[config.mk]
export PLATFORM = sky130hd
export DESIGN_NAME = regFile
export DESIGN_NICKNAME = d
export VERILOG_FILES = /design/src/cpuPkg.sv /design/src/regFile.sv
export SDC_FILE = /design/constraint.sdc
export NUM_CORES = 1
export LEC_CHECK = 0
export BUFFER_PORTS_ARGS = -buffer_cell sky130_fd_sc_hd__buf_2
export CELL_PAD_IN_SITES_DETAIL_PLACEMENT = 1
export CELL_PAD_IN_SITES_GLOBAL_PLACEMENT = 2
export CORE_MARGIN = 2
export CORE_UTILIZATION = 37
export DETAILED_ROUTE_END_ITERATION = 8
export GPL_TIMING_DRIVEN = 0
export PLACE_DENSITY_LB_ADDON = 0.1
export SLEW_MARGIN = 20
export SYNTH_ARGS = -nofsm -noshare
export SYNTH_HDL_FRONTEND = slang
export SYNTH_SLANG_ARGS = --single-unit
[constraint.sdc]
create_clock -name clk -period 4.5 [get_ports clk]
set_clock_uncertainty 0.2 [all_clocks]
set_input_delay 0 -clock clk [delete_from_list [all_inputs] [get_ports clk]]
set_output_delay 0 -clock clk [all_outputs]
set_load 0.01 [all_outputs]
[src/cpuPkg.sv]
package cpuPkg;

	typedef logic [15:0] wordT; // data, address and instruction word
	typedef logic [1:0] regSelT; // 0 ax, 1 bx, 2 cx, 3 dx

	localparam int memDepthLog2 = 11; // 2048 words of program and data
	localparam int stackDepthLog2 = 10; // 1024 stack words

	typedef enum logic [15:0] {
		opNop  = 16'h0000,
		opScf  = 16'h0001,
		opCff  = 16'h0002,
		opCof  = 16'h0003,
		opCzf  = 16'h0004,
		opMov1 = 16'h0005, // [p1+bp] <= reg p2
		opMov2 = 16'h0006, // reg p1 <= [p2+bp]
		opMov3 = 16'h0007, // reg to reg
		opMov4 = 16'h0008, // immediate
		opPop  = 16'h0009,
		opOut  = 16'h000A,
		opPush = 16'h000B,
		opAdd  = 16'h000C,
		opAdc  = 16'h000D,
		opSub  = 16'h000E,
		opSuc  = 16'h000F,
		opCmp  = 16'h0014,
		opAnd  = 16'h0015,
		opNeg  = 16'h0016,
		opNot  = 16'h0017,
		opOr   = 16'h0018,
		opShl  = 16'h0019,
		opShr  = 16'h001A,
		opXor  = 16'h001B,
		opTest = 16'h001C,
		opCall = 16'h001E,
		opRet  = 16'h001F,
		opJmp  = 16'h0020,
		opJc   = 16'h0021,
		opJnc  = 16'h0022,
		opJz   = 16'h0023,
		opJnz  = 16'h0024,
		opJo   = 16'h0025,
		opJno  = 16'h0026,
		opXch  = 16'h0029,
		opMov5 = 16'h002A, // absolute store
		opMov6 = 16'h002B  // absolute load
	} opcodeT;

	typedef enum logic [3:0] {
		aluAdd, aluAdc, aluSub, aluSuc, aluCmp,
		aluAnd, aluOr, aluXor, aluNot, aluNeg,
		aluShl, aluShr, aluTest
	} aluOpT;

	// words per instruction, indexed by opcode[5:0]
	localparam logic [1:0] instrLen [64] = '{
		opScf: 2'd2, opMov1: 2'd3, opMov2: 2'd3, opMov3: 2'd2, opMov4: 2'd3,
		opPop: 2'd2, opPush: 2'd2, opAnd: 2'd2, opNeg: 2'd2, opNot: 2'd2,
		opOr: 2'd2, opShl: 2'd2, opShr: 2'd2, opXor: 2'd2, opTest: 2'd2,
		opCall: 2'd2, opJmp: 2'd2, opJc: 2'd2, opJnc: 2'd2, opJz: 2'd2,
		opJnz: 2'd2, opJo: 2'd2, opJno: 2'd2, opXch: 2'd2, opMov5: 2'd3,
		opMov6: 2'd3,
		default: 2'd1
	};

endpackage

[src/regFile.sv]
`timescale 1ns/1ns
module regFile (
	input  logic           clk,
	input  logic           reset,
	input  cpuPkg::regSelT rdSelA,
	input  cpuPkg::regSelT rdSelB,
	output cpuPkg::wordT   rdA,
	output cpuPkg::wordT   rdB,
	input  logic           we1,
	input  cpuPkg::regSelT wrSel1,
	input  cpuPkg::wordT   wrData1,
	input  logic           we2,
	input  cpuPkg::regSelT wrSel2,
	input  cpuPkg::wordT   wrData2,
	output cpuPkg::wordT   dxOut,
	output cpuPkg::wordT   bxOut
);
	cpuPkg::wordT regs [4]; // ax bx cx dx

	assign rdA = regs[rdSelA];
	assign rdB = regs[rdSelB];
	assign bxOut = regs[1];
	assign dxOut = regs[3];

	// second port only used by XCH so both halves of the swap land together
	always_ff @(posedge clk) begin
		if (!reset) begin
			for (int i = 0; i < 4; i++) begin
				regs[i] <= '0;
			end
		end else begin
			if (we1) regs[wrSel1] <= wrData1;
			if (we2) regs[wrSel2] <= wrData2;
		end
	end

endmodule

==> impl_metrics.toml <==
[status]
outcome = "complete, no violations"

[global_route]
grt_usage_pct = 23.0
antenna_found_initial = 0
first_global_vias = 3109
grt_max_degree = 17
grt-ovfl-total = 0
grt_pass1_wl_mm = 17.3

[cts]
cts_resized = 0
cts_buffers = 9
clockRootBuffer = "clkbuf_8"
path_clk_slew_ns = 0.07
cts_setup_buffers = 0
cts_buffer_depth = 2
cts_tree = "yes"
ctsHoldBuffers = 48
cts_sinks = 64
cts-htree-levels = 3

[yosys]
synth.top_cell.area_share_pct = 52.7
postSynthCellCount = 267
syn-cell-area_um2 = 3650
yosysTopAreaCell = "edfxtp_1"
async_reset_ff_share_pct = 0
synth.area.top_cells = "edfxtp_1 53%, mux4_2 20%, nand2_1 6.7%"
synth_edf_count = 64
ys_warn_count = 0
ys.flop_type = "edfxtp_1"
synth-seq-cells = 64
yosysSeqAreaShare_pct = 52.7
synth.distinct_cells = 23
syn_nets = 311
avgSynthCellArea_um2 = 13.7

[layout]
n_antenna_cell = 0
drive_above_1_share_pct = 42.3
nFillCells = 1055
layout_commonest_cell = "buf_2"
regMostFlops = "regs"
syn_to_final_growth_pct = 38.0
largest_register_ff_count = 64
fin_util_pct = 52.0
final_cell_mix = "117 x buf_2, 65 x nand2_1, 64 x edfxtp_1"
reg_top3 = "regs x64"
nets = 474
fin_cells = 568

[critical_path]
crit_slowest_cell = "nand3b_1"
crit_path_start_kind = "input port"
cp.arrival_ns = 1.83
crit_buf_inv = 4
cp-end-kind = "flip-flop"
crit_chain = "buf_2, buf_6, and2_1, buf_4, nand2_2, buf_2, nand3b_1"
critPathMaxFanout = 16
crit_required_ns = 4.10
setup.worst_path.class = "in2reg"
cp_top_family = "simple AND/OR/NAND/NOR gates"
cpMostUsedCell = "buf_2"
worst_path_largest_cell_delay_ns = 0.76

[drt]
drt_first_pass_iters = 4
antenna_left = 0
initialDrtViolationCount = 172
drcViolationCount = 0
num_vias = 3064
wl_mm = 11.9
viasPerCell = 5.39
wl_per_cell_um = 21.0

[floorplan]
coreArea_um2 = 9680
die_x_um = 103
die_h_um = 103
dieArea_um2 = 10700
initial_utilization_pct = 37.7
num_rows = 36
io_pins = 108

[timing]
rsz0062_at_grt = "false"
max_freq_mhz = 450
hold_viol = 0
relSlewSlack_pct = 30.5
tns_ns = 0
drv_slew = 0
period_needed_ns = 2.22
tightest_slew_ns = 1.04
post-route-period-util_pct = 49.4
setup_viol = 0

[pwr]
vdd_drop_max_v = 0.000158
power_density_nw_per_um2 = 318
power.leakage_nw = 1.98

[worst_hold_path]
hold_class = "in2reg"

[placement]
post-dp-hpwl_mm = 7.97
io_buffers = 103
globalplace.congestion = 0.771
dpl.cell_count = 503

[job]
cap_violations = 0
cell families (layout without fill, tap and decap cells):
kind of cell	Yosys count	after routing	share of synthesized area, %
DFF	64	64	52.7
AOI/OAI and AO/OA	65	65	13.1
muxes	32	32	19.8
and+or+nand+nor	79	79	9.95
buffers and inverters	27	195	4.49
path summary, 6_finish.rpt:
| path | depth (start not counted) | end | startpoint |
|---|---|---|---|
| worst max-delay path | 7 | regs[0][14] | reset |
| worst min-delay path | 4 | regs[0][2] | wrSel1[1] |
layer usage:
metal	share of wire, %	vias to the layer above	GRT usage (%)
li1	-	1392	-
met1	41	1551	29.7
met2	52	110	39.7
met3	5.4	11	4.44
met4	1.0	0	6.38
met5	0	-	0
report_power, final:
| part | internal, mW | switching, mW | leakage, nW | total, mW |
|---|---|---|---|---|
| sequential | 0.716 | 0.0301 | 0.632 | 0.747 |
| combinational | 0.160 | 0.163 | 1.24 | 0.323 |
| clock | 0.307 | 0.223 | 0.108 | 0.530 |
| total | 1.18 | 0.416 | 1.98 | 1.60 |
final cells by class:
| cell class | instances | area (µm²) | area share [%] |
|---|---|---|---|
| clock buffers | 9 | 124 | 2.46 |
| clock inverters | 7 | 86.3 | 1.71 |
| plain buffers | 27 | 164 | 3.26 |
| well taps | 133 | 166 | 3.31 |
| multi-input cells | 176 | 1560 | 31.0 |
| flip-flops and latches | 64 | 1920 | 38.2 |
| repair buffers | 152 | 1010 | 20.1 |
through the flow:
stage                     power [mW]  area, µm²  setup slack (ns)  hold slack [ns]
after global placement          1.05       4330              1.94            0.106
after detailed placement        1.06       4330              1.90            0.111
final                           1.60       5030              2.28           0.0640
after floorplan                0.916       3650              2.77          -0.0146
after CTS                       1.60       5020              2.26           0.0479
after global routing            1.66       5030              2.17           0.0812
cell usage after synthesis, types with 2 or more instances:
cell type,instances
o21ai_0,16
o31ai_1,23
nand3b_1,3
clkbuf_1,5
buf_6,4
buf_2,14
a22o_1,16
mux4_2,32
edfxtp_1,64
nand2_1,65
buf_4,4
o21ai_2,9
and4b_1,2
Note: power is estimated with default switching activity, not from simulation.
