`config.mk`:
```
export PLATFORM = sky130hd
export DESIGN_NAME = alu
export DESIGN_NICKNAME = d
export VERILOG_FILES = /design/src/cpuPkg.sv /design/src/alu.sv
export SDC_FILE = /design/constraint.sdc
export NUM_CORES = 1
export LEC_CHECK = 0
export BUFFER_PORTS_ARGS = -buffer_cell sky130_fd_sc_hd__buf_4
export CORE_UTILIZATION = 40
export CTS_CLUSTER_SIZE = 24
export DETAILED_ROUTE_END_ITERATION = 12
export GPL_TIMING_DRIVEN = 0
export PLACE_DENSITY = 0.57
export SLEW_MARGIN = 20
export SYNTH_ARGS = -nofsm -noshare
export SYNTH_HDL_FRONTEND = slang
export SYNTH_SLANG_ARGS = --single-unit
```
`constraint.sdc`:
```
create_clock -name clk -period 9.1 [get_ports clk]
set_input_delay 0.455 -clock clk [delete_from_list [all_inputs] [get_ports clk]]
set_output_delay 0.455 -clock clk [all_outputs]
set_load 0.02 [all_outputs]
```
`src/cpuPkg.sv`:
```
package cpuPkg;

	typedef logic [15:0] wordT; // data, address and instruction word
	typedef logic [1:0] regSelT; // 0 ax, 1 bx, 2 cx, 3 dx

	localparam int memDepthLog2 = 11; // 2048 words of program and data
	localparam int stackDepthLog2 = 10; // 1024 stack words

	typedef enum logic [15:0] {
		opNop  = 16'h0000,
		opScf  = 16'h0001,
		opCff  = 16'h0002,
		opCof  = 16'h0003,
		opCzf  = 16'h0004,
		opMov1 = 16'h0005, // [p1+bp] <= reg p2
		opMov2 = 16'h0006, // reg p1 <= [p2+bp]
		opMov3 = 16'h0007, // reg to reg
		opMov4 = 16'h0008, // immediate
		opPop  = 16'h0009,
		opOut  = 16'h000A,
		opPush = 16'h000B,
		opAdd  = 16'h000C,
		opAdc  = 16'h000D,
		opSub  = 16'h000E,
		opSuc  = 16'h000F,
		opCmp  = 16'h0014,
		opAnd  = 16'h0015,
		opNeg  = 16'h0016,
		opNot  = 16'h0017,
		opOr   = 16'h0018,
		opShl  = 16'h0019,
		opShr  = 16'h001A,
		opXor  = 16'h001B,
		opTest = 16'h001C,
		opCall = 16'h001E,
		opRet  = 16'h001F,
		opJmp  = 16'h0020,
		opJc   = 16'h0021,
		opJnc  = 16'h0022,
		opJz   = 16'h0023,
		opJnz  = 16'h0024,
		opJo   = 16'h0025,
		opJno  = 16'h0026,
		opXch  = 16'h0029,
		opMov5 = 16'h002A, // absolute store
		opMov6 = 16'h002B  // absolute load
	} opcodeT;

	typedef enum logic [3:0] {
		aluAdd, aluAdc, aluSub, aluSuc, aluCmp,
		aluAnd, aluOr, aluXor, aluNot, aluNeg,
		aluShl, aluShr, aluTest
	} aluOpT;

	// words per instruction, indexed by opcode[5:0]
	localparam logic [1:0] instrLen [64] = '{
		opScf: 2'd2, opMov1: 2'd3, opMov2: 2'd3, opMov3: 2'd2, opMov4: 2'd3,
		opPop: 2'd2, opPush: 2'd2, opAnd: 2'd2, opNeg: 2'd2, opNot: 2'd2,
		opOr: 2'd2, opShl: 2'd2, opShr: 2'd2, opXor: 2'd2, opTest: 2'd2,
		opCall: 2'd2, opJmp: 2'd2, opJc: 2'd2, opJnc: 2'd2, opJz: 2'd2,
		opJnz: 2'd2, opJo: 2'd2, opJno: 2'd2, opXch: 2'd2, opMov5: 2'd3,
		opMov6: 2'd3,
		default: 2'd1
	};

endpackage

```
`src/alu.sv`:
```
`timescale 1ns/1ns
module alu (
	input  logic          clk,
	input  logic          reset,
	input  logic          start,
	input  cpuPkg::aluOpT op,
	input  cpuPkg::wordT  a,
	input  cpuPkg::wordT  b,
	input  logic          carryIn,
	output cpuPkg::wordT  result,
	output logic          cFlag,
	output logic          zFlag,
	output logic          oFlag
);
	logic [16:0] wide; // bit 16 is carry or borrow
	logic ovf;
	logic cin;

	assign cin = carryIn & ((op == cpuPkg::aluAdc) | (op == cpuPkg::aluSuc));

	always_comb begin
		ovf = 1'b0;
		case (op)
			cpuPkg::aluAdd, cpuPkg::aluAdc: begin
				wide = {1'b0, a} + {1'b0, b} + {16'd0, cin};
				ovf = (a[15] == b[15]) && (wide[15] != a[15]);
			end
			cpuPkg::aluSub, cpuPkg::aluSuc, cpuPkg::aluCmp: begin
				wide = {1'b0, a} - {1'b0, b} - {16'd0, cin};
				ovf = (a[15] != b[15]) && (wide[15] != a[15]);
			end
			cpuPkg::aluAnd, cpuPkg::aluTest: wide = {1'b0, a & b};
			cpuPkg::aluOr: wide = {1'b0, a | b};
			cpuPkg::aluXor: wide = {1'b0, a ^ b};
			cpuPkg::aluNot: wide = {1'b0, ~a};
			cpuPkg::aluNeg: wide = 17'd0 - {1'b0, a}; // two's complement
			cpuPkg::aluShl: wide = {a, 1'b0}; // msb falls into carry
			cpuPkg::aluShr: wide = {a[0], 1'b0, a[15:1]};
			default: wide = '0;
		endcase
	end

	always_ff @(posedge clk) begin
		if (!reset) begin
			result <= '0;
			cFlag <= 1'b0;
			zFlag <= 1'b0;
			oFlag <= 1'b0;
		end else if (start) begin
			result <= wide[15:0];
			cFlag <= wide[16];
			zFlag <= (wide[15:0] == 16'd0);
			oFlag <= ovf;
		end
	end

endmodule

```
==> run metrics <==
outcome=finished clean; min Tclk post-route=4.754 ns; clock sink total=19; area delta synth->final=14.78%; core area=10420 um^2; initial antenna violation count=0; Setup CP Type=primary input to register; Yosys warnings=0; Resized cells post-CTS=0; Post-DRT Antenna Nets=0; area post-placement=4937 um^2; Vias per Instance=6.121; Rel. slew slack=39.00%; Post-synth ARST share=0%; fin area=4984 um^2; TritonCTS clock tree=yes; RSZ-0062 raised after global routing=no; Worst EP arrival=4.95 ns; Fmax=0.2103 GHz; First DRT Iteration DRCs=317; CP max FO=10; # setup viols final=0; # diodes=0; Setup TNS=0 ns; total gr overflow=0; Ports=59; Seq/Total Area, Yosys=8.761%; routability cong.=0.9386; Worst Hold Slack=0.4876 ns; CP Launch Type=primary input; Max-cap violations=0; cts bufs inserted=3; largest net degree at the start of global routing=12; Worst R2R Setup Slack=8.03 ns; power per cell area=94.55 nW/um^2; # DRC=0; Die X=106.2 um; drt first pass iters=5; fin crit share=52.24%; post-CTS setup buffer count=0; Port Buffers=56; Mapped Nets=699; Syn Area/Cell=7.334 um^2; worst-skew pair later-pin latency=0.26 ns; worst hold path class=register to register; hold buffer count at CTS=0; total wire length=15.42 mm; EDFF count, synth=0; Worst-Margin Slew=0.9130 ns; leak pwr=2.259 nW; Main synth FF type=dfxtp_1; Data required, critical path=9.30 ns; Synth Register Bits=19; first-pass GRT wire length=24.02 mm; layout cell share with drive strength beyond 1=13.34%; Worst Skew=0 ns; row cnt=37; final hold vios=0; clock buffer depth=2; Layout Utilization=47.84%; Netlist cell types=72; vias in the first global route=4575; H-Tree Level Count=1; DR WL/cell=19.57 um; synthesized cell area=4342 um^2; Worst setup EP type=register; Worst-path clk slew=0.07 ns; total track usage=27.36%; post-layout net count=760; starting density of the core=41.68%; clock root buffer=clkbuf_8; Die H=106.2 um; maximum vdd ir drop=0.00006598 V; overall power=0.4712 mW; Vias=4823; HPWL Detailed=12.36 mm; full die area=11280 um^2; max-slew violation total from the final report=0; Mapped Cells=592
cells in the final DEF, fill, tap and decap left out, drive strengths merged, types with 6 or more instances in the layout:
| cell | n |
|---|---|
| a211oi | 14 |
| a21o | 8 |
| a21oi | 48 |
| a221oi | 7 |
| a22oi | 12 |
| a31oi | 6 |
| buf | 71 |
| clkbuf | 23 |
| dfxtp | 19 |
| ha | 63 |
| inv | 58 |
| mux2i | 10 |
| nand2 | 40 |
| nand2b | 13 |
| nand3 | 12 |
| nand4 | 10 |
| nor2 | 37 |
| nor2b | 6 |
| nor3 | 17 |
| o211a | 12 |
| o21ai | 30 |
| o221ai | 7 |
| o22ai | 11 |
| xnor2 | 27 |
| xor2 | 7 |
Yosys cell counts (3+ instances only):
library cell,number,area [um^2]
fa_1,4,80.08
nor3b_1,5,37.54
nor4_1,5,31.28
o31ai_1,4,30.03
o22ai_1,11,68.82
and3_1,4,25.02
and2_1,3,18.77
nor2_1,37,138.9
a32oi_1,4,35.03
a21oi_1,47,235.2
or2_2,4,25.02
nand3_1,12,60.06
nor2b_1,6,37.54
o211a_1,12,120.1
a31oi_1,6,37.54
a22oi_1,12,90.09
nor3_1,16,80.08
o21ai_1,3,15.01
o221ai_1,7,61.31
a21o_1,8,60.06
nand2_1,40,150.1
mux2i_1,10,100.1
nand2b_1,13,81.33
o21ai_0,27,135.1
inv_1,58,217.7
ha_1,63,788.3
buf_1,5,18.77
nand3b_1,4,30.03
buf_2,8,40.04
clkbuf_1,18,67.56
or3_1,5,31.28
a221o_1,4,40.04
a211oi_1,14,105.1
a221oi_1,6,52.55
dfxtp_1,19,380.4
nand4_1,10,62.56
o21a_1,4,30.03
xor2_1,7,61.31
xnor2_1,27,236.5
per-stage QoR:
step	setup slack [ns]	std cells
finish	4.346	788
global route	4.155	788
CTS	4.356	788
detailed placement	4.080	784
global placement	4.046	784
floorplan	5.336	592
report_power, final:
| group | switching (mW) | leakage (nW) | internal, mW |
|---|---|---|---|
| registers | 0.00356 | 0.157 | 0.0900 |
| clock network | 0.0292 | 0.0255 | 0.0305 |
| logic | 0.191 | 2.08 | 0.127 |
| total | 0.224 | 2.26 | 0.247 |
layout make-up:
| type | count | area (um^2) |
|---|---|---|
| buffer | 36 | 183.9 |
| clock buffer | 3 | 41.29 |
| clock inverter | 1 | 5.005 |
| fill | 1110 | 5433 |
| inverter | 58 | 217.7 |
| multi-input combinational | 479 | 3565 |
| sequential | 19 | 380.4 |
| tap | 136 | 170.2 |
| timing repair buffer | 56 | 420.4 |
cells by family (layout without fill, tap and decap cells):
| group | after synthesis | after routing | share of synthesized area (%) |
|---|---|---|---|
| AO/OA/AOI/OAI | 193 | 193 | 31.61 |
| buffers and inverters | 94 | 154 | 9.251 |
| adder cells (fa/ha/maj) | 67 | 67 | 20.00 |
| XOR/XNOR | 34 | 34 | 6.859 |
| flip-flops | 19 | 19 | 8.761 |
| multiplexers | 10 | 10 | 2.306 |
| AND/OR/NAND/NOR | 175 | 175 | 21.21 |
sequential cells by signal, summed over array words and instances (netlist names):
name,flops
zFlag,1
oFlag,1
result,16
cFlag,1
per-layer routing:
layer  up-vias  routed length [um]  global-route usage, %
met5         -                   0                      0
met4         0                 672                  12.60
met3        39                 961                  1.901
met2       194                7001                  43.88
met1      2294                6784                  37.23
li1       2296                   -                      -
path summary, 6_finish.rpt:
| check | endpoint | depth (start not counted) | startpoint |
|---|---|---|---|
| min | result[11] | 1 | result[11] |
| max reg2reg | cFlag | 5 | cFlag |
| min reg2reg | result[11] | 1 | result[11] |
| max | zFlag | 18 | op[0] |
critical path: stages:
cell and delay, ns:
buf_2 0.19, buf_2 0.27, buf_2 0.32, buf_1 0.51
nand4bb_1 0.26, inv_1 0.12, fa_1 0.21, inv_1 0.06
fa_1 0.37, nor2b_1 0.27, o31a_1 0.25, o311a_1 0.24
o211ai_1 0.18, a211oi_1 0.45, mux2i_1 0.14, a211oi_1 0.38
nand4_1 0.15, o21ai_1 0.13
Note: power is estimated with default switching activity, not from simulation.
