`config.mk`:
```
export PLATFORM = sky130hd
export DESIGN_NAME = cpuControl
export DESIGN_NICKNAME = d
export VERILOG_FILES = /design/src/cpuPkg.sv /design/src/cpuControl.sv
export SDC_FILE = /design/constraint.sdc
export NUM_CORES = 1
export LEC_CHECK = 0
export BUFFER_PORTS_ARGS = -buffer_cell sky130_fd_sc_hd__buf_2
export CAP_MARGIN = 20
export CORE_AREA = 2 2 147 149
export CTS_CLUSTER_SIZE = 8
export DETAILED_ROUTE_END_ITERATION = 16
export DIE_AREA = 0 0 149 151
export SLEW_MARGIN = 20
export SYNTH_ARGS = -nofsm -noshare
export SYNTH_HDL_FRONTEND = slang
export SYNTH_SLANG_ARGS = --single-unit
```
`constraint.sdc`:
```
create_clock -name clk -period 4.3 [get_ports clk]
set_input_delay 0.43 -clock clk [delete_from_list [all_inputs] [get_ports clk]]
set_output_delay 0.43 -clock clk [all_outputs]
set_load 0.1 [all_outputs]
```
`src/cpuPkg.sv`:
```
package cpuPkg;

	typedef logic [15:0] wordT; // data, address and instruction word
	typedef logic [1:0] regSelT; // 0 ax, 1 bx, 2 cx, 3 dx

	localparam int memDepthLog2 = 11; // 2048 words of program and data
	localparam int stackDepthLog2 = 10; // 1024 stack words

	typedef enum logic [15:0] {
		opNop  = 16'h0000,
		opScf  = 16'h0001,
		opCff  = 16'h0002,
		opCof  = 16'h0003,
		opCzf  = 16'h0004,
		opMov1 = 16'h0005, // [p1+bp] <= reg p2
		opMov2 = 16'h0006, // reg p1 <= [p2+bp]
		opMov3 = 16'h0007, // reg to reg
		opMov4 = 16'h0008, // immediate
		opPop  = 16'h0009,
		opOut  = 16'h000A,
		opPush = 16'h000B,
		opAdd  = 16'h000C,
		opAdc  = 16'h000D,
		opSub  = 16'h000E,
		opSuc  = 16'h000F,
		opCmp  = 16'h0014,
		opAnd  = 16'h0015,
		opNeg  = 16'h0016,
		opNot  = 16'h0017,
		opOr   = 16'h0018,
		opShl  = 16'h0019,
		opShr  = 16'h001A,
		opXor  = 16'h001B,
		opTest = 16'h001C,
		opCall = 16'h001E,
		opRet  = 16'h001F,
		opJmp  = 16'h0020,
		opJc   = 16'h0021,
		opJnc  = 16'h0022,
		opJz   = 16'h0023,
		opJnz  = 16'h0024,
		opJo   = 16'h0025,
		opJno  = 16'h0026,
		opXch  = 16'h0029,
		opMov5 = 16'h002A, // absolute store
		opMov6 = 16'h002B  // absolute load
	} opcodeT;

	typedef enum logic [3:0] {
		aluAdd, aluAdc, aluSub, aluSuc, aluCmp,
		aluAnd, aluOr, aluXor, aluNot, aluNeg,
		aluShl, aluShr, aluTest
	} aluOpT;

	// words per instruction, indexed by opcode[5:0]
	localparam logic [1:0] instrLen [64] = '{
		opScf: 2'd2, opMov1: 2'd3, opMov2: 2'd3, opMov3: 2'd2, opMov4: 2'd3,
		opPop: 2'd2, opPush: 2'd2, opAnd: 2'd2, opNeg: 2'd2, opNot: 2'd2,
		opOr: 2'd2, opShl: 2'd2, opShr: 2'd2, opXor: 2'd2, opTest: 2'd2,
		opCall: 2'd2, opJmp: 2'd2, opJc: 2'd2, opJnc: 2'd2, opJz: 2'd2,
		opJnz: 2'd2, opJo: 2'd2, opJno: 2'd2, opXch: 2'd2, opMov5: 2'd3,
		opMov6: 2'd3,
		default: 2'd1
	};

endpackage

```
`src/cpuControl.sv`:
```
`timescale 1ns/1ns
module cpuControl (
	input  logic           clk,
	input  logic           reset,
	output cpuPkg::wordT   fetchAddr,
	input  cpuPkg::wordT   fetchOp,
	input  cpuPkg::wordT   fetchP1,
	input  cpuPkg::wordT   fetchP2,
	output cpuPkg::wordT   dataAddr,
	output logic           dataWe,
	output cpuPkg::wordT   dataWd,
	input  cpuPkg::wordT   dataRd,
	output logic           push,
	output logic           pop,
	output logic           pair,
	output cpuPkg::wordT   pushLo,
	output cpuPkg::wordT   pushHi,
	input  cpuPkg::wordT   top,
	input  cpuPkg::wordT   below,
	output cpuPkg::regSelT rdSelA,
	output cpuPkg::regSelT rdSelB,
	input  cpuPkg::wordT   rdA,
	input  cpuPkg::wordT   rdB,
	output logic           we1,
	output cpuPkg::regSelT wrSel1,
	output cpuPkg::wordT   wrData1,
	output logic           we2,
	output cpuPkg::regSelT wrSel2,
	output cpuPkg::wordT   wrData2,
	input  cpuPkg::wordT   dxOut,
	input  cpuPkg::wordT   bxOut,
	output logic           aluStart,
	output cpuPkg::aluOpT  aluOp,
	output cpuPkg::wordT   aluA,
	output cpuPkg::wordT   aluB,
	output logic           aluCarryIn,
	input  cpuPkg::wordT   aluResult,
	input  logic           aluC,
	input  logic           aluZ,
	input  logic           aluO,
	output logic           outValid,
	output cpuPkg::wordT   outAddr,
	output cpuPkg::wordT   outData
);
	cpuPkg::wordT pc;
	cpuPkg::wordT bp;
	cpuPkg::wordT pcNext;
	cpuPkg::wordT bpNext;
	cpuPkg::wordT target; // jump and call destination
	logic cf, zf, of;
	logic cfNext, zfNext, ofNext;
	logic aluPhase; // high while waiting on the alu result
	logic arith, binLogic, unary;
	logic outNext;
	logic [1:0] len;

	assign fetchAddr = pc;
	assign target = fetchP1 + bp;
	assign aluCarryIn = cf;
	assign aluStart = (arith | binLogic | unary) & ~aluPhase;
	assign len = (fetchOp[15:6] == 10'd0) ? cpuPkg::instrLen[fetchOp[5:0]] : 2'd1;

	always_comb begin
		pcNext = pc + {14'd0, len};
		bpNext = bp;
		cfNext = cf;
		zfNext = zf;
		ofNext = of;
		outNext = 1'b0;
		arith = 1'b0;
		binLogic = 1'b0;
		unary = 1'b0;
		dataAddr = fetchP1;
		dataWe = 1'b0;
		dataWd = rdB;
		push = 1'b0;
		pop = 1'b0;
		pair = 1'b0;
		pushLo = rdB;
		pushHi = pc + 16'd2; // return address for CALL
		rdSelA = fetchP1[3:2];
		rdSelB = fetchP1[1:0];
		we1 = 1'b0;
		wrSel1 = fetchP1[1:0];
		wrData1 = fetchP2;
		we2 = 1'b0;
		wrSel2 = fetchP1[1:0];
		wrData2 = rdA;
		aluOp = cpuPkg::aluAdd;
		aluA = rdA;
		aluB = rdB;
		case (fetchOp)
			cpuPkg::opScf: cfNext = fetchP1[0];
			cpuPkg::opCff: begin
				we1 = 1'b1;
				wrSel1 = 2'd3;
				wrData1 = {15'd0, cf};
			end
			cpuPkg::opCof: begin
				we1 = 1'b1;
				wrSel1 = 2'd3;
				wrData1 = {15'd0, of};
			end
			cpuPkg::opCzf: begin
				we1 = 1'b1;
				wrSel1 = 2'd3;
				wrData1 = {15'd0, zf};
			end
			cpuPkg::opMov4: we1 = 1'b1; // p2 into reg p1
			cpuPkg::opMov3: begin
				we1 = 1'b1;
				wrSel1 = fetchP1[3:2];
				wrData1 = rdB;
			end
			cpuPkg::opXch: begin
				we1 = 1'b1;
				wrSel1 = fetchP1[3:2];
				wrData1 = rdB;
				we2 = 1'b1;
			end
			cpuPkg::opMov5, cpuPkg::opMov1: begin
				rdSelB = fetchP2[1:0];
				dataWe = 1'b1;
				if (fetchOp == cpuPkg::opMov1) dataAddr = target;
			end
			cpuPkg::opMov6, cpuPkg::opMov2: begin
				dataAddr = (fetchOp == cpuPkg::opMov2) ? fetchP2 + bp : fetchP2;
				we1 = 1'b1;
				wrData1 = dataRd;
			end
			cpuPkg::opPush: push = 1'b1;
			cpuPkg::opPop: begin
				pop = 1'b1;
				we1 = 1'b1;
				wrData1 = top;
			end
			cpuPkg::opOut: outNext = 1'b1;
			cpuPkg::opAdd: begin aluOp = cpuPkg::aluAdd; arith = 1'b1; end
			cpuPkg::opAdc: begin aluOp = cpuPkg::aluAdc; arith = 1'b1; end
			cpuPkg::opSub: begin aluOp = cpuPkg::aluSub; arith = 1'b1; end
			cpuPkg::opSuc: begin aluOp = cpuPkg::aluSuc; arith = 1'b1; end
			cpuPkg::opCmp: begin aluOp = cpuPkg::aluCmp; arith = 1'b1; end
			cpuPkg::opAnd: begin aluOp = cpuPkg::aluAnd; binLogic = 1'b1; end
			cpuPkg::opOr: begin aluOp = cpuPkg::aluOr; binLogic = 1'b1; end
			cpuPkg::opXor: begin aluOp = cpuPkg::aluXor; binLogic = 1'b1; end
			cpuPkg::opTest: begin aluOp = cpuPkg::aluTest; binLogic = 1'b1; end
			cpuPkg::opNot: begin aluOp = cpuPkg::aluNot; unary = 1'b1; end
			cpuPkg::opNeg: begin aluOp = cpuPkg::aluNeg; unary = 1'b1; end
			cpuPkg::opShl: begin aluOp = cpuPkg::aluShl; unary = 1'b1; end
			cpuPkg::opShr: begin aluOp = cpuPkg::aluShr; unary = 1'b1; end
			cpuPkg::opJmp: pcNext = target;
			cpuPkg::opJc: if (cf) pcNext = target;
			cpuPkg::opJnc: if (!cf) pcNext = target;
			cpuPkg::opJz: if (zf) pcNext = target;
			cpuPkg::opJnz: if (!zf) pcNext = target;
			cpuPkg::opJo: if (of) pcNext = target;
			cpuPkg::opJno: if (!of) pcNext = target;
			cpuPkg::opCall: begin
				push = 1'b1;
				pair = 1'b1;
				pushLo = bp;
				pcNext = target;
				bpNext = fetchP1;
			end
			cpuPkg::opRet: begin
				pop = 1'b1;
				pair = 1'b1;
				pcNext = top;
				bpNext = below;
			end
			default: ; // NOP and unknown opcodes
		endcase

		// fixed operands dx op ax
		if (arith) begin
			rdSelB = 2'd0;
			aluA = dxOut;
		end
		if (unary) aluA = rdB;

		if (aluPhase) begin
			wrData1 = aluResult;
			if (arith) begin
				we1 = (fetchOp != cpuPkg::opCmp);
				wrSel1 = 2'd0;
				cfNext = aluC;
				zfNext = aluZ;
				ofNext = aluO;
			end
			if (binLogic) begin
				we1 = (fetchOp != cpuPkg::opTest);
				wrSel1 = fetchP1[3:2];
				if (fetchOp == cpuPkg::opTest) zfNext = aluZ;
			end
			if (unary) we1 = 1'b1;
		end else if (arith | binLogic | unary) begin
			pcNext = pc; // issue cycle, same word decoded again next edge
		end
	end

	always_ff @(posedge clk) begin
		if (!reset) begin
			pc <= '0;
			bp <= '0;
			cf <= 1'b0;
			zf <= 1'b0;
			of <= 1'b0;
			aluPhase <= 1'b0;
			outValid <= 1'b0;
		end else begin
			pc <= pcNext;
			bp <= bpNext;
			cf <= cfNext;
			zf <= zfNext;
			of <= ofNext;
			aluPhase <= aluStart;
			outValid <= outNext;
		end
	end

	always_ff @(posedge clk) begin
		if (outNext) begin
			outAddr <= bxOut;
			outData <= dxOut;
		end
	end

endmodule

```
==> summary.md <==
| Metric | Value |
|---|---|
| Status | `complete, no violations` |
| Setup TNS | `0 ps` |
| Post-Syn Area | `approximately 7300 µm²` |
| Leak | `roughly 0.0045 µW` |
| Max cap viols | `0` |
| H-tree depth | `3` |
| Crit path max-delay family | `simple AND/OR/NAND/NOR gates` |
| Final setup viols | `0` |
| Fraction of layout cells with a size suffix above 1 | `0.368` |
| Via/cell ratio | `5.74` |
| Achievable frequency | `roughly 260 MHz` |
| Pre-Repair DR Iteration Count | `7` |
| Sequential-to-total area share from yosys stat | `0.232` |
| Post-DP HPWL | `26000 µm` |
| Slew @ Worst Pin | `1040 ps` |
| Crit path cell chain | `buf_2 -> or4_4 -> or4_4 -> or3_1 -> nor2_4 -> buf_4 -> a222oi_1 -> a21oi_1 -> a21o_1 -> buf_2` |
| Worst path slowest cell | `or4_4` |
| CTS resizes | `0` |
| Total die area | `22500 µm²` |
| I/O pin cnt | `378` |
| Post-DP Area | `9280 µm²` |
| Clock sink total | `69` |
| Cell variety after synth | `79` |
| TritonCTS clock tree | `done` |
| CTS buffer count | `9` |
| Avg Inst Size Synth | `7.75 µm²` |
| Starting Density | `0.353` |
| Fin crit period | `3890 ps` |
| Commonest cells after routing, fill and taps aside | `370 x buf_2, 105 x nand2_1, 85 x a21oi_1, 58 x nor2_1, 50 x o21ai_0` |
| Most common cell after layout, fill and taps aside | `buf_2` |
| Routed length per instance | `21.5 µm` |
| Normalized max-slew margin | `0.301` |
| Residual DRC | `0` |
| Worst endpoint required time | `3870 ps` |
| Number of port buffers | `377` |
| Hold Vio Cnt, Final | `0` |
| Via Count | `8772` |
| CP Buf/Inv Count | `3` |
| Number of synthesized flops with an enable pin | `32` |
| Fillers | `2132` |
| PwrDens | `240 nW/µm²` |
| Clk buf depth | `2` |
| Slowest cell delay on critical path | `630 ps` |
| Core footprint | `approximately 21000 µm²` |
| Final WS setup | `409 ps` |
| Hold Buf Count CTS | `0` |
| Synth area leader | `edfxtp_1` |
| Clock-pin slew on the worst setup and hold paths | `60 ps` |
| Yosys top cell area share | `0.131` |
| RSZ-0062 raised after global routing | `no` |
| Total area of sequential cells | `1700 µm²` |
| Die W | `~150 µm` |
| Area Growth Syn to Fin | `30.0%` |
| Peak VDD IR | `0.139 mV` |
| Final #Nets | `1465` |
| Setup bufs post-CTS | `0` |
| Iter 0 DRT Violations | `837` |
| Worst slack at placement | `449 ps` |
| Mapped Cells | `948` |
| Chip height | `151 µm` |
| Initial antenna violation count | `2` |
| Placement row count | `53` |
| Area of the multi-input gates | `5000 µm²` |
| First-pass GRT wire length | `47900 µm` |
| Clock Skew | `7.13 ps` |
| Fin. max-slew vios | `0` |
| Syn_nets | `roughly 1200` |
| Crit-path max FO | `16` |
| WP data arrival | `3460 ps` |
| Async SR Flop Fraction | `0` |
| Flops & latches, synth | `slightly below 70` |
| Synth warn | `0` |
| Crit start category | `primary input` |
| Routed wire length | `32800 µm` |
| Root Driver | `clkbuf_16` |
| Period Utilization, post-route | `0.905` |
| Remaining Overflow, GRT | `0` |
| Crit path capture type | `output port` |
| Synth top area cells | `edfxtp_1 13%, dfxtp_1 10%, a21oi_1 6.5%` |
| Antenna-violating nets left | `0` |
| Largest net degree at the start of global routing | `40` |
| HP Class | `in -> reg` |
| Total track usage | `0.279` |
| Dominant synthesized flop cell | `dfxtp_1` |
| Hold slack | `263 ps` |
| Post-route cell area | `~9600 µm²` |
| Clk_lat worst skew | `340 ps` |
| Number of global-route vias before repair | `8047` |
| Setup CP Type | `in -> out` |
| RD Place Congestion | `0.940` |
-- cells by family (layout without fill, tap and decap cells) --
kind of cell / after synthesis / count (layout) / synth area share
simple gates: 319 / 319 / 0.218
compound gates: 312 / 312 / 0.282
buf+inv: 130 / 434 / 0.0974
flops: 69 / 69 / 0.232
xor+xnor: 44 / 44 / 0.0525
mux: 38 / 38 / 0.0547
fa+ha+maj: 36 / 36 / 0.0644
other cells: 0 / 2 / 0
-- cells in the mapped netlist, types with 28 or more instances --
library cell	instances
nor3_1	28
nand3_1	40
nand2_1	105
nor2_1	59
o21ai_0	55
a21oi_1	95
dfxtp_1	37
edfxtp_1	32
clkbuf_1	40
ha_1	33
buf_4	54
xnor2_1	28
-- through the flow --
| step | utilization | power, µW | std cells |
|---|---|---|---|
| 2_1_floorplan | - | 1380 | 948 |
| 3_3_place_gp | 0.446 | 1600 | 1512 |
| 3_5_place_dp | 0.446 | 1600 | 1512 |
| 4_1_cts | 0.459 | 2300 | 1527 |
| 5_1_grt | 0.459 | 2370 | 1528 |
| 6_report | 0.459 | 2290 | 1529 |
-- per-layer routing --
layer  wire length (µm)  vias up  track usage  part of all wire
met2              15800      506        0.478              0.48
li1                   -     4118            -                 -
met5                  0        -            0                 0
met1              13400     4110        0.365              0.41
met4                613        0       0.0724             0.019
met3               2970       38       0.0470             0.091
-- flip-flops by register name (all words and copies together), names as in the netlist --
register / flops
of: 1
bp: 16
aluCarryIn: 1
outValid: 1
outData: 16
outAddr: 16
zf: 1
fetchAddr: 16
aluPhase: 1
-- cell type report --
class | count | area share
multi-input combinational | 749 | 0.524
tap | 275 | 0.0360
timing repair buffer | 399 | 0.226
clock inverter | 6 | 0.00432
inverter | 20 | 0.00786
clock buffer | 9 | 0.0236
sequential | 69 | 0.178
antenna | 2 | 0.000524
-- power breakdown --
group | leakage [µW] | switching [µW] | internal [µW]
Sequential | 0.000586 | 7.91 | 688
Combinational | 0.00375 | 705 | 185
Clock | 0.000123 | 316 | 386
Total | 0.00446 | 1030 | 1260
-- path summary, 6_finish.rpt --
kind                                  from            end  slack (ps)  cells after the start
worst max register to register       bp[1]  fetchAddr[15]        1760                      8
worst max-delay path            fetchOp[7]    wrData1[14]         410                     10
worst min-delay path              bxOut[3]     outAddr[3]         260                      1
worst min register to register       bp[6]          bp[6]         510                      2
Note: power is estimated with default switching activity, not from simulation.
